==> src/design/regex_macros.svh <==
`ifndef REGEX_MACROS_SVH
`define REGEX_MACROS_SVH

// Width of one character of the byte stream
`define REGEX_CHAR_W 8

// Width of a saved DFA state word
`define REGEX_STATE_W 11

// Width of the match counter
`define REGEX_COUNT_W 16

// Number of multiplexed flows and the id width that addresses them
`define REGEX_NUM_STREAMS 64
`define REGEX_SID_W 6

// Framer delays in clock cycles
// Characters line up with the restore latency of the context block
`define REGEX_CHAR_DLY 2
// End of packet waits until the last match flag has settled
`define REGEX_EOP_DLY 5

`endif

==> src/design/regex_pkg.sv <==
`include "regex_macros.svh"

package regex_pkg;

  // One byte of the stream
  typedef logic [`REGEX_CHAR_W-1:0] char_t;

  // Saved DFA state as kept in the per-stream memory
  typedef logic [`REGEX_STATE_W-1:0] dfa_state_t;

  // Matched packet counter
  typedef logic [`REGEX_COUNT_W-1:0] count_t;

  // Stream id
  typedef logic [`REGEX_SID_W-1:0] sid_t;

  // Keyword DFA states
  // ST_START must stay at zero since a new stream restores an all-zero state
  typedef enum dfa_state_t {
    ST_START = 11'd0,
    ST_U     = 11'd1,
    ST_US    = 11'd2,
    ST_USE   = 11'd3,
    ST_USER  = 11'd4,
    ST_P     = 11'd5,
    ST_PA    = 11'd6,
    ST_PAS   = 11'd7,
    ST_PASS  = 11'd8
  } dfa_state_e;

  // Framer phase
  typedef enum logic {
    PH_IDLE,
    PH_IN_PKT
  } frame_phase_e;

endpackage

==> src/design/pkt_framer.sv <==
`timescale 1ns/1ps

`include "regex_macros.svh"

module pkt_framer (
  input  logic              clk,
  input  logic              rst_n,
  input  logic              byte_vld,
  input  regex_pkg::char_t  byte_in,
  input  logic              pkt_sop,
  input  logic              pkt_eop,
  input  regex_pkg::sid_t   pkt_stream_id,
  input  logic              pkt_enable,
  output logic              load_state,
  output logic              new_stream_id,
  output regex_pkg::sid_t   stream_id,
  output logic              enable,
  output regex_pkg::char_t  char_in,
  output logic              char_in_vld,
  output logic              eop
);

  // Packet open or not
  regex_pkg::frame_phase_e phase;

  // One bit per stream id, set at the first sop of that stream
  logic [`REGEX_NUM_STREAMS-1:0] seen_q;

  // Delay lines for characters and end of packet
  regex_pkg::char_t char_pipe [`REGEX_CHAR_DLY];
  logic [`REGEX_CHAR_DLY-1:0] vld_pipe;
  logic [`REGEX_EOP_DLY-1:0]  eop_pipe;

  logic sop_acc;
  logic byte_acc;
  logic eop_acc;

  // A sop always comes with the first byte
  assign sop_acc  = byte_vld && pkt_sop;
  // Bytes outside an open packet are dropped
  assign byte_acc = byte_vld && (pkt_sop || (phase == regex_pkg::PH_IN_PKT));
  assign eop_acc  = byte_acc && pkt_eop;

  // Phase tracking and per-packet tags
  always_ff @(posedge clk)
  begin
    if (!rst_n)
    begin
      phase         <= regex_pkg::PH_IDLE;
      seen_q        <= '0;
      load_state    <= 1'b0;
      new_stream_id <= 1'b0;
      enable        <= 1'b0;
    end
    else
    begin
      // Restore request one cycle after sop
      load_state <= sop_acc;
      if (sop_acc)
      begin
        // Single byte packet closes in the same cycle
        phase                  <= pkt_eop ? regex_pkg::PH_IDLE : regex_pkg::PH_IN_PKT;
        new_stream_id          <= ~seen_q[pkt_stream_id];
        seen_q[pkt_stream_id]  <= 1'b1;
        enable                 <= pkt_enable;
      end
      else if (eop_acc)
      begin
        phase <= regex_pkg::PH_IDLE;
      end
    end
  end

  // Stream id held from sop until the next sop
  always_ff @(posedge clk)
  begin
    if (sop_acc)
    begin
      stream_id <= pkt_stream_id;
    end
  end

  // Character payload delay
  always_ff @(posedge clk)
  begin
    char_pipe[0] <= byte_in;
    for (int i = 1; i < `REGEX_CHAR_DLY; i++)
    begin
      char_pipe[i] <= char_pipe[i-1];
    end
  end

  // Valid and eop strobes through their own shift registers
  always_ff @(posedge clk)
  begin
    if (!rst_n)
    begin
      vld_pipe <= '0;
      eop_pipe <= '0;
    end
    else
    begin
      vld_pipe <= {vld_pipe[`REGEX_CHAR_DLY-2:0], byte_acc};
      eop_pipe <= {eop_pipe[`REGEX_EOP_DLY-2:0], eop_acc};
    end
  end

  assign char_in     = char_pipe[`REGEX_CHAR_DLY-1];
  assign char_in_vld = vld_pipe[`REGEX_CHAR_DLY-1];
  assign eop         = eop_pipe[`REGEX_EOP_DLY-1];

endmodule

==> src/design/stream_match_ctx.sv <==
`timescale 1ns/1ps

`include "regex_macros.svh"

module stream_match_ctx (
  input  logic                   clk,
  input  logic                   rst_n,
  input  logic                   eop,
  input  logic                   load_state,
  input  regex_pkg::char_t       char_in,
  input  logic                   enable,
  input  logic                   char_in_vld,
  input  regex_pkg::sid_t        stream_id,
  input  logic                   new_stream_id,
  output regex_pkg::count_t      count,
  output logic                   fired,
  // DFA side
  output regex_pkg::dfa_state_t  state_in,
  output logic                   state_in_vld,
  output regex_pkg::char_t       char_out,
  output logic                   char_out_vld,
  input  regex_pkg::dfa_state_t  state_out,
  input  logic                   accept_out
);

  // Saved DFA state per stream id
  regex_pkg::dfa_state_t state_mem [`REGEX_NUM_STREAMS];

  // First stage of the restore path
  regex_pkg::dfa_state_t restore_state;
  logic                  restore_vld;

  // Registered DFA outputs
  regex_pkg::dfa_state_t state_out_r;
  logic                  accept_out_r;

  // Per-packet match flag
  logic match_flag;
  // Includes an accept that lands in the eop cycle
  logic match_now;
  // Current packet is the first one of its stream
  logic pkt_is_new;

  assign match_now = match_flag | accept_out_r;
  assign fired     = match_flag;

  // Count, flag and new-packet tracking
  always_ff @(posedge clk)
  begin
    if (!rst_n)
    begin
      count      <= '0;
      match_flag <= 1'b0;
      pkt_is_new <= 1'b0;
    end
    else
    begin
      // Fresh flag for every packet
      if (load_state)
      begin
        match_flag <= 1'b0;
        pkt_is_new <= new_stream_id;
      end
      if (accept_out_r)
      begin
        match_flag <= 1'b1;
      end
      // Finalize at end of packet
      if (eop)
      begin
        if (enable)
        begin
          count <= count + regex_pkg::count_t'(match_now);
        end
        else
        begin
          // Disabled packet leaves no trace in fired
          match_flag <= 1'b0;
        end
      end
    end
  end

  // State save at end of packet
  always_ff @(posedge clk)
  begin
    if (eop)
    begin
      if (enable)
      begin
        state_mem[stream_id] <= state_out_r;
      end
      else if (pkt_is_new)
      begin
        // Stream first seen on a disabled packet still starts clean later
        state_mem[stream_id] <= regex_pkg::ST_START;
      end
    end
  end

  // Restore on load_state, zero for a stream never seen before
  always_ff @(posedge clk)
  begin
    if (load_state)
    begin
      restore_state <= new_stream_id ? regex_pkg::ST_START : state_mem[stream_id];
    end
  end

  // Control strobes towards the DFA
  always_ff @(posedge clk)
  begin
    if (!rst_n)
    begin
      restore_vld  <= 1'b0;
      state_in_vld <= 1'b0;
      char_out_vld <= 1'b0;
      accept_out_r <= 1'b0;
    end
    else
    begin
      restore_vld  <= load_state;
      state_in_vld <= restore_vld;
      char_out_vld <= char_in_vld;
      accept_out_r <= accept_out;
    end
  end

  // Timing registers on the DFA data paths
  always_ff @(posedge clk)
  begin
    state_in    <= restore_state;
    char_out    <= char_in;
    state_out_r <= state_out;
  end

endmodule

==> src/design/pop3_dfa.sv <==
`timescale 1ns/1ps

module pop3_dfa (
  input  logic                   clk,
  input  logic                   rst_n,
  input  regex_pkg::char_t       char_in,
  input  logic                   char_in_vld,
  input  regex_pkg::dfa_state_t  state_in,
  input  logic                   state_in_vld,
  output regex_pkg::dfa_state_t  state_out,
  output logic                   accept_out
);

  // Keyword characters, upper case only
  localparam regex_pkg::char_t CH_U     = 8'h55;
  localparam regex_pkg::char_t CH_S     = 8'h53;
  localparam regex_pkg::char_t CH_E     = 8'h45;
  localparam regex_pkg::char_t CH_R     = 8'h52;
  localparam regex_pkg::char_t CH_P     = 8'h50;
  localparam regex_pkg::char_t CH_A     = 8'h41;
  localparam regex_pkg::char_t CH_SPACE = 8'h20;

  regex_pkg::dfa_state_e state_q;
  // State the current character is applied to
  regex_pkg::dfa_state_e base_state;
  regex_pkg::dfa_state_e step_state;
  logic                  accept_hit;

  // Mismatch target, a U or P may open a new keyword
  function automatic regex_pkg::dfa_state_e restart(input regex_pkg::char_t c);
    if (c == CH_U)
    begin
      return regex_pkg::ST_U;
    end
    else if (c == CH_P)
    begin
      return regex_pkg::ST_P;
    end
    return regex_pkg::ST_START;
  endfunction

  // One DFA transition
  function automatic regex_pkg::dfa_state_e step(input regex_pkg::dfa_state_e s,
                                                 input regex_pkg::char_t c);
    regex_pkg::dfa_state_e nxt;
    nxt = restart(c);
    case (s)
      regex_pkg::ST_U:    if (c == CH_S) nxt = regex_pkg::ST_US;
      regex_pkg::ST_US:   if (c == CH_E) nxt = regex_pkg::ST_USE;
      regex_pkg::ST_USE:  if (c == CH_R) nxt = regex_pkg::ST_USER;
      regex_pkg::ST_P:    if (c == CH_A) nxt = regex_pkg::ST_PA;
      regex_pkg::ST_PA:   if (c == CH_S) nxt = regex_pkg::ST_PAS;
      regex_pkg::ST_PAS:  if (c == CH_S) nxt = regex_pkg::ST_PASS;
      // Space after a full keyword is the match, then back to start
      regex_pkg::ST_USER,
      regex_pkg::ST_PASS: if (c == CH_SPACE) nxt = regex_pkg::ST_START;
      default:            nxt = restart(c);
    endcase
    return nxt;
  endfunction

  // Restored state takes over in the cycle it arrives
  // The first character of a packet comes in the same cycle
  always_comb
  begin
    base_state = state_in_vld ? regex_pkg::dfa_state_e'(state_in) : state_q;
    step_state = step(base_state, char_in);
    accept_hit = char_in_vld && (char_in == CH_SPACE) &&
                 ((base_state == regex_pkg::ST_USER) || (base_state == regex_pkg::ST_PASS));
  end

  always_ff @(posedge clk)
  begin
    if (!rst_n)
    begin
      state_q    <= regex_pkg::ST_START;
      accept_out <= 1'b0;
    end
    else
    begin
      // One-cycle pulse per completed keyword
      accept_out <= accept_hit;
      if (char_in_vld)
      begin
        state_q <= step_state;
      end
      else if (state_in_vld)
      begin
        state_q <= base_state;
      end
    end
  end

  assign state_out = state_q;

endmodule

==> src/design/regex_match_top.sv <==
`timescale 1ns/1ps

module regex_match_top (
  input  logic               clk,
  input  logic               rst_n,
  input  logic               byte_vld,
  input  regex_pkg::char_t   byte_in,
  input  logic               pkt_sop,
  input  logic               pkt_eop,
  input  regex_pkg::sid_t    pkt_stream_id,
  input  logic               pkt_enable,
  output regex_pkg::count_t  count,
  output logic               fired
);

  // Framer to context
  logic                  load_state;
  logic                  new_stream_id;
  regex_pkg::sid_t       stream_id;
  logic                  enable;
  regex_pkg::char_t      char_in;
  logic                  char_in_vld;
  logic                  eop;

  // Context and DFA
  regex_pkg::char_t      dfa_char;
  logic                  dfa_char_vld;
  regex_pkg::dfa_state_t dfa_state_in;
  logic                  dfa_state_in_vld;
  regex_pkg::dfa_state_t dfa_state_out;
  logic                  dfa_accept;

  pkt_framer u_framer (
    .clk           (clk),
    .rst_n         (rst_n),
    .byte_vld      (byte_vld),
    .byte_in       (byte_in),
    .pkt_sop       (pkt_sop),
    .pkt_eop       (pkt_eop),
    .pkt_stream_id (pkt_stream_id),
    .pkt_enable    (pkt_enable),
    .load_state    (load_state),
    .new_stream_id (new_stream_id),
    .stream_id     (stream_id),
    .enable        (enable),
    .char_in       (char_in),
    .char_in_vld   (char_in_vld),
    .eop           (eop)
  );

  stream_match_ctx u_ctx (
    .clk           (clk),
    .rst_n         (rst_n),
    .eop           (eop),
    .load_state    (load_state),
    .char_in       (char_in),
    .enable        (enable),
    .char_in_vld   (char_in_vld),
    .stream_id     (stream_id),
    .new_stream_id (new_stream_id),
    .count         (count),
    .fired         (fired),
    .state_in      (dfa_state_in),
    .state_in_vld  (dfa_state_in_vld),
    .char_out      (dfa_char),
    .char_out_vld  (dfa_char_vld),
    .state_out     (dfa_state_out),
    .accept_out    (dfa_accept)
  );

  pop3_dfa u_dfa (
    .clk          (clk),
    .rst_n        (rst_n),
    .char_in      (dfa_char),
    .char_in_vld  (dfa_char_vld),
    .state_in     (dfa_state_in),
    .state_in_vld (dfa_state_in_vld),
    .state_out    (dfa_state_out),
    .accept_out   (dfa_accept)
  );

endmodule

==> config.mk <==
export PLATFORM = sky130hd
export DESIGN_NAME = regex_match_top
export DESIGN_NICKNAME = d
export VERILOG_FILES = /design/src/design/regex_pkg.sv /design/src/design/pkt_framer.sv /design/src/design/stream_match_ctx.sv /design/src/design/pop3_dfa.sv /design/src/design/regex_match_top.sv
export VERILOG_INCLUDE_DIRS = /design/src /design/src/design
export SDC_FILE = /design/constraint.sdc
export NUM_CORES = 1
export LEC_CHECK = 0
export BUFFER_PORTS_ARGS = -buffer_cell sky130_fd_sc_hd__buf_2
export CAP_MARGIN = 20
export CORE_AREA = 5 5 179 354
export DETAILED_ROUTE_END_ITERATION = 10
export DIE_AREA = 0 0 184 359
export PLACE_DENSITY = 0.72
export SYNTH_ARGS = -nofsm -noshare
export SYNTH_HDL_FRONTEND = slang
export SYNTH_SLANG_ARGS = --single-unit
export TNS_END_PERCENT = 10
==> constraint.sdc <==
create_clock -name clk -period 2.48 [get_ports clk]
set_input_delay 0.496 -clock clk [delete_from_list [all_inputs] [get_ports clk]]
set_output_delay 0.496 -clock clk [all_outputs]
set_load 0.1 [all_outputs]
=== Yosys cells after proc, flatten, opt, wreduce, memory -nomap -nowiden ===
Memories as Yosys holds them, arrays and structs flattened. A register that Yosys moved wholly into a read port is not among the register bits.
Cells that the tools add are included.

* Equal/unequal tests: 15
* Bitwise operators: 4
* Mux-type cells: 37
* Order comparisons: 2
* Add/subtract/negate cells: 1
* Reductions and logical operators: 13

{| class="wikitable"
|+ Operators with widths
! cell !! count
|-
| $mux 11 || 15
|-
| $pmux 11 s7 || 1
|-
| $or 64x64->64 || 1
|-
| $eq 8x7->1 const B || 6
|-
| $eq 11x3->1 const B || 4
|-
| $eq 11x2->1 const B || 2
|-
| $mux 1 || 19
|-
| $add 16x1->16 || 1
|-
| $eq 11x1->1 const B || 1
|-
| $eq 11x4->1 const B || 1
|-
| $eq 8x6->1 const B || 1
|-
| $reduce_or 8->1 || 1
|-
| $lt 6x7->1 const B || 1
|-
| $bmux 1 s6 || 1
|-
| $demux 1 s6 || 1
|-
| $ge 6x1->1 const B || 1
|-
| $logic_and 1x1->1 || 6
|-
| $reduce_bool 2->1 || 2
|-
| $logic_or 1x1->1 || 2
|-
| $or 1x1->1 || 2
|-
| $reduce_and 2->1 || 1
|-
| $reduce_or 2->1 || 1
|-
| $not 1->1 || 1
|}

* Logic and storage cells: 93
* Flip-flop bits (word level): 137
* RAM bits: 720
* Memories: 2
* Output and inout port bits: 17
* Input bits: 20

{| class="wikitable"
|+ Memories
! memory !! words !! bits a word !! rd ports !! clocked after memory_dff !! write ports !! RTL line !! source
|-
| u_ctx.state_mem || 64 || 11 || 1 || 1 || 1 || stream_match_ctx.sv:27 || <nowiki>regex_pkg::dfa_state_t state_mem [`REGEX_NUM_STREAMS];</nowiki>
|-
| u_framer.char_pipe || 2 || 8 || 2 || 1 || 2 || pkt_framer.sv:30 || <nowiki>regex_pkg::char_t char_pipe [`REGEX_CHAR_DLY];</nowiki>
|}

=== Longest topological paths before layout ===
Gate-level depths: netlist of the first run.

* Depth in word-level cells: 7
* Mapped depth: 10
* Gate-level depth less buffers: 8

=== Hierarchy ===
Synthesis of the first run repeated with hierarchy kept, for this count alone.

* Cell total of the unflattened synthesis: 2290
* Area, all modules: 34615.7 um2

{| class="wikitable"
|+ By module, submodules not included
! module !! cells an instance !! sequential area each (um2) !! times used !! area each (um2)
|-
| stream_match_ctx || 1796 || 22511.6 || 1 || 29914.9
|-
| pkt_framer || 381 || 2001.9 || 1 || 3762.4
|-
| pop3_dfa || 113 || 240.2 || 1 || 938.4
|}

=== Least setup slack after synthesis of the first run ===
No wires, ideal clock.

* Kind: register -> register
* Start point: register u_framer.stream_id[2]
* End point: memory u_ctx.state_mem[58][0] (netlist name), enable pin
* Setup time: 0.393 ns
* Required time: 2.087 ns
* Buffers on the path: 5
* Arrival time: 2.068 ns
* Slack: 0.019 ns
* Stages on the path, launching flop included: 7
* Period minus slack after synthesis: 2.461 ns
* Cells stage by stage: edfxtp_1 buf_6 buf_2 buf_2 buf_2 buf_2 nor3_1

{| class="wikitable"
|+ RTL lines
! element !! RTL line !! source
|-
| start, declared || pkt_framer.sv:16 || <nowiki>output regex_pkg::sid_t stream_id,</nowiki>
|-
| start signal, assigned || pkt_framer.sv:79 || <nowiki>stream_id <= pkt_stream_id;</nowiki>
|-
| end, declared || stream_match_ctx.sv:27 ||
|}

Straight into the memory's write port.

==> impl_metrics.json, run 1 <==
{
  "cp_max_fo": 9,
  "fin_crit_sh_pct": 103.7,
  "slew_headroom_pct": 44.53,
  "synth_edf_count": 721,
  "drt-vias-per-instance": 6.483,
  "cts_tree": "built",
  "fp.coreArea_um2": 60540,
  "reg2reg_slack_ps": -90,
  "drc": 0,
  "ant_nets": 0,
  "utilization_pct": 66.68,
  "power_mw": 29.12,
  "cp.required_ps": 2830,
  "synthFlopType": "edfxtp_1",
  "final_nets": 2482,
  "holdPathStages": 2,
  "dieArea_um2": 66060,
  "grt_max_degree": 65,
  "r2r_end": "u_ctx.restore_state[0]",
  "ir_drop_mv": 0.7250,
  "gr-total-overflow": 0,
  "worstHoldPathType": "input port to register",
  "grt_first_pass_wirelength_um": 138900,
  "setup_viol": 8,
  "syn_area_per_cell_um2": 15.78,
  "fmax_mhz": 389.0,
  "track_usage_pct": 28.59,
  "vias": 21370,
  "ys_types": 70,
  "worstSetupStartpointType": "register",
  "core.rowCount": 128,
  "reg2reg_from": "u_framer.stream_id[2]",
  "fillers": 4098,
  "initial_utilization_pct": 56.22,
  "place.gp.congestion": 0.9938,
  "cts_buffer_depth": 3,
  "pwr_density_cell_nw_per_um2": 721.3,
  "worst_pin_slew_ps": 830.9,
  "arrival_ps": 2920,
  "critPathKind": "register to register",
  "clock_sinks": 876,
  "syn_to_final_growth_pct": 18.61,
  "synth_top_area_cell": "edfxtp_1",
  "leakage_nw": 13.96,
  "whs_endpoint": "u_framer.eop_pipe[0]",
  "die_w_um": 184,
  "die-height_um": 359,
  "hold_viol": 0,
  "rsz0062_at_grt": "true",
  "cts.root.buffer_cell": "clkbuf_16",
  "yosysSeqAreaShare_pct": 72.74,
  "first_global_vias": 20990,
  "drive_gt1_share_pct": 26.05,
  "r2r_cells": 10,
  "fin_skew_ps": 27.79,
  "synthTopCellsByCount": "edfxtp_1 (721), nor2_1 (169), dfxtp_1 (155)",
  "outcome": "finished with violations",
  "clk_latency_ps": 630,
  "synthMostInstantiatedCell": "edfxtp_1",
  "min-delay-start": "pkt_eop",
  "final.min_clock_period_ps": 2571,
  "dp_hpwl_um": 62140,
  "wl_um": 95710,
  "cts.clk_slew.worst_paths_ps": 70,
  "cp-end-kind": "register",
  "cts_inserted_buffers": 74,
  "io_buffer_count": 36,
  "ioPinCount": 37,
  "synth_cells": 2157,
  "violations": "setup timing",
  "async_flop_share_pct": 0,
  "synth_area_um2": 34030,
  "synth_nets": 2179,
  "maxCapViolCount": 0,
  "detail_route.iter0.violations": 2694,
  "synthTopCellsByArea": "edfxtp_1 (64%), dfxtp_1 (9.1%), mux4_2 (4.0%)",
  "drt-pass1-iter-count": 6,
  "wl_per_cell_um": 29.04,
  "antenna_found_initial": 0,
  "htree_levels": 3,
  "yosysWarnings": 0,
  "setup_slack_ps": -90.66,
  "maxSlewViolCount": 0,
  "synth-seq-cells": 876,
  "synth_top_area_share_pct": 63.62
}
[stage by stage]
step | instances | hold slack (ps) | TNS, ps | setup slack [ps] | instance area [um2]
after detailed placement | 3144 | 312.1 | -7299 | -332.0 | 37510
after CTS | 3285 | 64.02 | -119.7 | -64.56 | 39980
after global placement | 3144 | 312.2 | -1773 | -277.3 | 37510
after floorplan | 2157 | 309.6 | 0 | 19.37 | 34030
after global routing | 3294 | 94.51 | -498.2 | -102.0 | 40360
final | 3296 | 95.93 | -321.7 | -90.66 | 40370
[per-layer routing]
metal / vias to the layer above / GRT usage, % / wire, um
met4: 0 / 16.31 / 6592
met5: - / 0 / 0
met3: 322 / 4.404 / 8942
met1: 10610 / 37.45 / 34030
met2: 1412 / 45.62 / 46140
li1: 9029 / - / -
[cells in the final DEF, fill, tap and decap left out, drive strengths merged, types with 9 or more instances in the layout]
cell type | Yosys | layout
nor2b | 34 | 34
a221o | 9 | 9
o22ai | 36 | 36
nor3 | 18 | 18
a211oi | 17 | 17
inv | 10 | 11
a221oi | 26 | 26
mux2 | 54 | 54
a31oi | 23 | 23
dfxtp | 155 | 155
nand2b | 13 | 13
clkinv | 0 | 25
a22o | 14 | 14
mux2i | 122 | 122
xnor2 | 12 | 12
a22oi | 54 | 54
edfxtp | 721 | 721
buf | 83 | 348
clkbuf | 49 | 103
nand4 | 11 | 11
nand2 | 72 | 72
nor2 | 170 | 170
o21a | 52 | 52
and2 | 40 | 40
o21ai | 49 | 49
nand3b | 11 | 11
a21oi | 78 | 78
mux4 | 60 | 60
nand3 | 35 | 35
and3 | 9 | 9
[logic make-up (layout without fill, tap and decap cells)]
group                    Yosys count  count (layout)  synth area share [%]
flip-flops                       876             876                 72.74
AND/OR/NAND/NOR                  452             452                 6.529
AO/OA/AOI/OAI                    431             431                 8.831
other                              0               2                     0
adder cells (fa/ha/maj)            2               2               0.07352
XOR/XNOR                          18              18                0.4632
multiplexers                     236             236                 9.357
buffers and inverters            142             499                 2.011
[how the worst max path moves through the flow]
stage / from / end / slack (ps)
detailed placement: u_framer.stream_id[2] / u_ctx.restore_state[0] / -330
finish: u_framer.stream_id[2] / u_ctx.restore_state[0] / -90
floorplan: u_framer.stream_id[2] / u_ctx.state_mem[58][0] / 20
global route: u_framer.stream_id[0] / u_ctx.restore_state[9] / -100
global placement: u_framer.stream_id[2] / u_ctx.restore_state[0] / -280
CTS: u_framer.stream_id[0] / u_ctx.restore_state[0] / -60
[critical path, stage by stage (launching register included)]
cell        delay, ps
edfxtp_1          380
buf_6             150
buf_12            150
clkinvlp_4        200
buf_12            170
buf_4             210
mux2i_4           310
o22ai_1           160
nor4_2            280
buf_4             180
a31oi_1            80
[power by group]
part           internal, mW  leakage (nW)  total, mW  switching, mW
Combinational         0.879          4.96       2.08           1.21
Sequential             15.8          7.89       15.9         0.0571
Clock                  6.04          1.11       11.2           5.13
[sequential cells by signal, summed over array words and instances, names as in the netlist, 8 cells and up]
| name | cells |
|---|---|
| u_ctx.state_mem | 704 |
| u_framer.seen_q | 64 |
| u_ctx.count | 16 |
| u_framer.char_pipe | 16 |
| u_ctx.restore_state | 11 |
| u_ctx.state_in | 11 |
| u_ctx.state_out_r | 11 |
| u_dfa.state_out | 11 |
| u_ctx.char_out | 8 |
[area by class of cell]
class / count / area [um2] / area share [%]
antenna: 2 / 5.005 / 0.01240
tap: 780 / 975.9 / 2.418
timing repair buffer: 359 / 3392 / 8.403
clock buffer: 100 / 2057 / 5.096
clock inverter: 30 / 203.9 / 0.5052
inverter: 10 / 41.29 / 0.1023
sequential: 876 / 24750 / 61.32
multi-input combinational: 1139 / 8939 / 22.14
[repair_timing]
action                                 CTS  global route
setup endpoints to repair               75           146
hold buffers                             8             0
endpoints found under the hold margin    8             0
resized for setup                       24            57
buffers inserted                         3             6
cloned                                   0             3
pin swaps                                2             6
(Power assumes the default switching activity.)
==> run 2, diff against run 1 <==
CORE_AREA = 5 5 171 337   (was 5 5 179 354)
DIE_AREA = 0 0 176 342   (was 0 0 184 359)
PLACE_DENSITY = 0.76   (was 0.72)
clock period = 2.9 ns   (was 2.48 ns; I/O delays follow)
==> impl_metrics.json, run 2 (synthesis gave the netlist of run 1 again) <==
{
  "detail_route.iter0.violations": 2355,
  "cts_tree": "built",
  "pwr-share-clk_pct": 39.9,
  "fmax_mhz": 349.1,
  "outcome": "finished clean",
  "cp-end-kind": "register",
  "largest_reg_flops": 704,
  "fin_crit_sh_pct": 98.79,
  "cts_buffer_depth": 3,
  "first_global_vias": 21270,
  "layout_commonest_cell": "edfxtp_1",
  "fp.coreArea_um2": 54500,
  "worstHoldPathType": "input port to register",
  "worst_pin_slew_ps": 1015,
  "largest_register": "u_ctx.state_mem",
  "clk_latency_ps": 630,
  "cts.clk_slew.worst_paths_ps": 70,
  "cts.root.buffer_cell": "clkbuf_16",
  "utilization_pct": 71.28,
  "fin_skew_ps": 18.37,
  "setup_slack_ps": 35.16,
  "grt_max_degree": 94,
  "die-height_um": 342,
  "dp_hpwl_um": 64540,
  "hold_viol": 0,
  "syn_to_final_growth_pct": 14.16,
  "ir_drop_mv": 0.5017,
  "p_comb_share_pct": 6.3,
  "core.rowCount": 121,
  "maxSlewViolCount": 0,
  "top_regs": "u_ctx.state_mem x704, u_framer.seen_q x64",
  "gr-total-overflow": 0,
  "io_buffer_count": 36,
  "maxCapViolCount": 0,
  "r2r_cells": 7,
  "swShare_pct": 21.89,
  "arrival_ps": 3190,
  "cp.required_ps": 3220,
  "slew_headroom_pct": 32.24,
  "cp_max_fo": 47,
  "leakage_nw": 13.36,
  "setup_viol": 0,
  "pre_cts_slack_ps": -174.4,
  "holdPathStages": 1,
  "final_nets": 2364,
  "dieArea_um2": 60190,
  "htree_levels": 3,
  "wl_um": 99190,
  "critPathKind": "register to register",
  "die_w_um": 176,
  "post-cts-setup-buffer-count": 0,
  "p_int_mw": 19.69,
  "place.gp.congestion": 0.9978,
  "ant_nets": 0,
  "worstSetupStartpointType": "register",
  "vias": 21250,
  "reg2reg_slack_ps": 40,
  "drt-pass1-iter-count": 8,
  "most-common-layout-cells": "edfxtp_1 (721), buf_4 (175), nor2_1 (168), dfxtp_1 (155), mux2i_1 (122)",
  "drt-vias-per-instance": 6.906,
  "final.min_clock_period_ps": 2865,
  "cts_inserted_buffers": 73,
  "clock_sinks": 876,
  "pwr_density_cell_nw_per_um2": 648.8,
  "grt_first_pass_wirelength_um": 142900,
  "drive_gt1_share_pct": 21.43,
  "rsz0062_at_grt": "false",
  "initial_utilization_pct": 62.44,
  "wl_per_cell_um": 32.24,
  "drc": 0,
  "ioPinCount": 37,
  "seqPwrFrac_pct": 53.9,
  "power_switching_mw": 5.519,
  "track_usage_pct": 32.94,
  "antenna_found_initial": 0
}
==> run 2: repair_timing <==
action | in CTS | in global routing
hold buffers | 0 | 0
gates resized for setup | 2 | 4
gates cloned | 0 | 0
setup endpoints to repair | 1 | 13
==> run 2: cell type report <==
type                       instances  area, um2
fill                            3432      15650
clock buffer                      89       2061
inverter                          10      37.54
tap                              676      845.8
sequential                       876      24750
timing repair buffer             242       2115
multi-input combinational       1139       8658
clock inverter                    42      372.9
antenna                            3      7.507
==> run 2: per-layer routing <==
metal  vias to the layer above  global-route usage (%)  share of wire (%)
met1                     10550                   36.32                 31
met4                         0                   26.42                 10
met5                         -                       0                  0
met2                      1444                   55.40                 50
li1                       8795                       -                  -
met3                       467                   6.227                9.0
==> run 2: critical path, cell delays in order (launching register included) <==
cell      delay [ps]
edfxtp_1         470
buf_12           330
buf_4            360
nor2_1           100
o22ai_2          330
a21oi_1          210
nor4_2           540
a31oi_1          160
==> run 2: path summary, 6_finish.rpt <==
check	from	to
worst max-delay path	u_framer.stream_id[0]	u_ctx.restore_state[0]
worst min-delay path	byte_in[1]	u_framer.char_pipe[0][1]
worst max register to register	u_framer.stream_id[0]	u_ctx.restore_state[0]
worst min register to register	u_framer.char_pipe[1][0]	u_ctx.char_out[0]
==> run 2: power by group through the flow <==
stage / registers [mW] / clock network, mW / logic, mW
floorplan: 13.8 / 0 / 0.863
global placement: 13.8 / 0 / 1.50
detailed placement: 13.8 / 0 / 1.51
CTS: 13.6 / 10.1 / 1.53
global route: 13.6 / 10.6 / 1.61
finish: 13.6 / 10.1 / 1.58
==> run 2: per-stage QoR <==
stage	power, mW	hold WS [ps]	area [um2]	TNS, ps	instances
CTS	25.25	21.15	38830	0	3074
global route	25.83	33.37	38840	0	3074
detailed placement	15.36	312.1	36380	-174.4	2943
floorplan	14.68	309.6	34030	0	2157
finish	25.21	52.49	38850	0	3077
global placement	15.35	312.9	36380	-182.6	2943
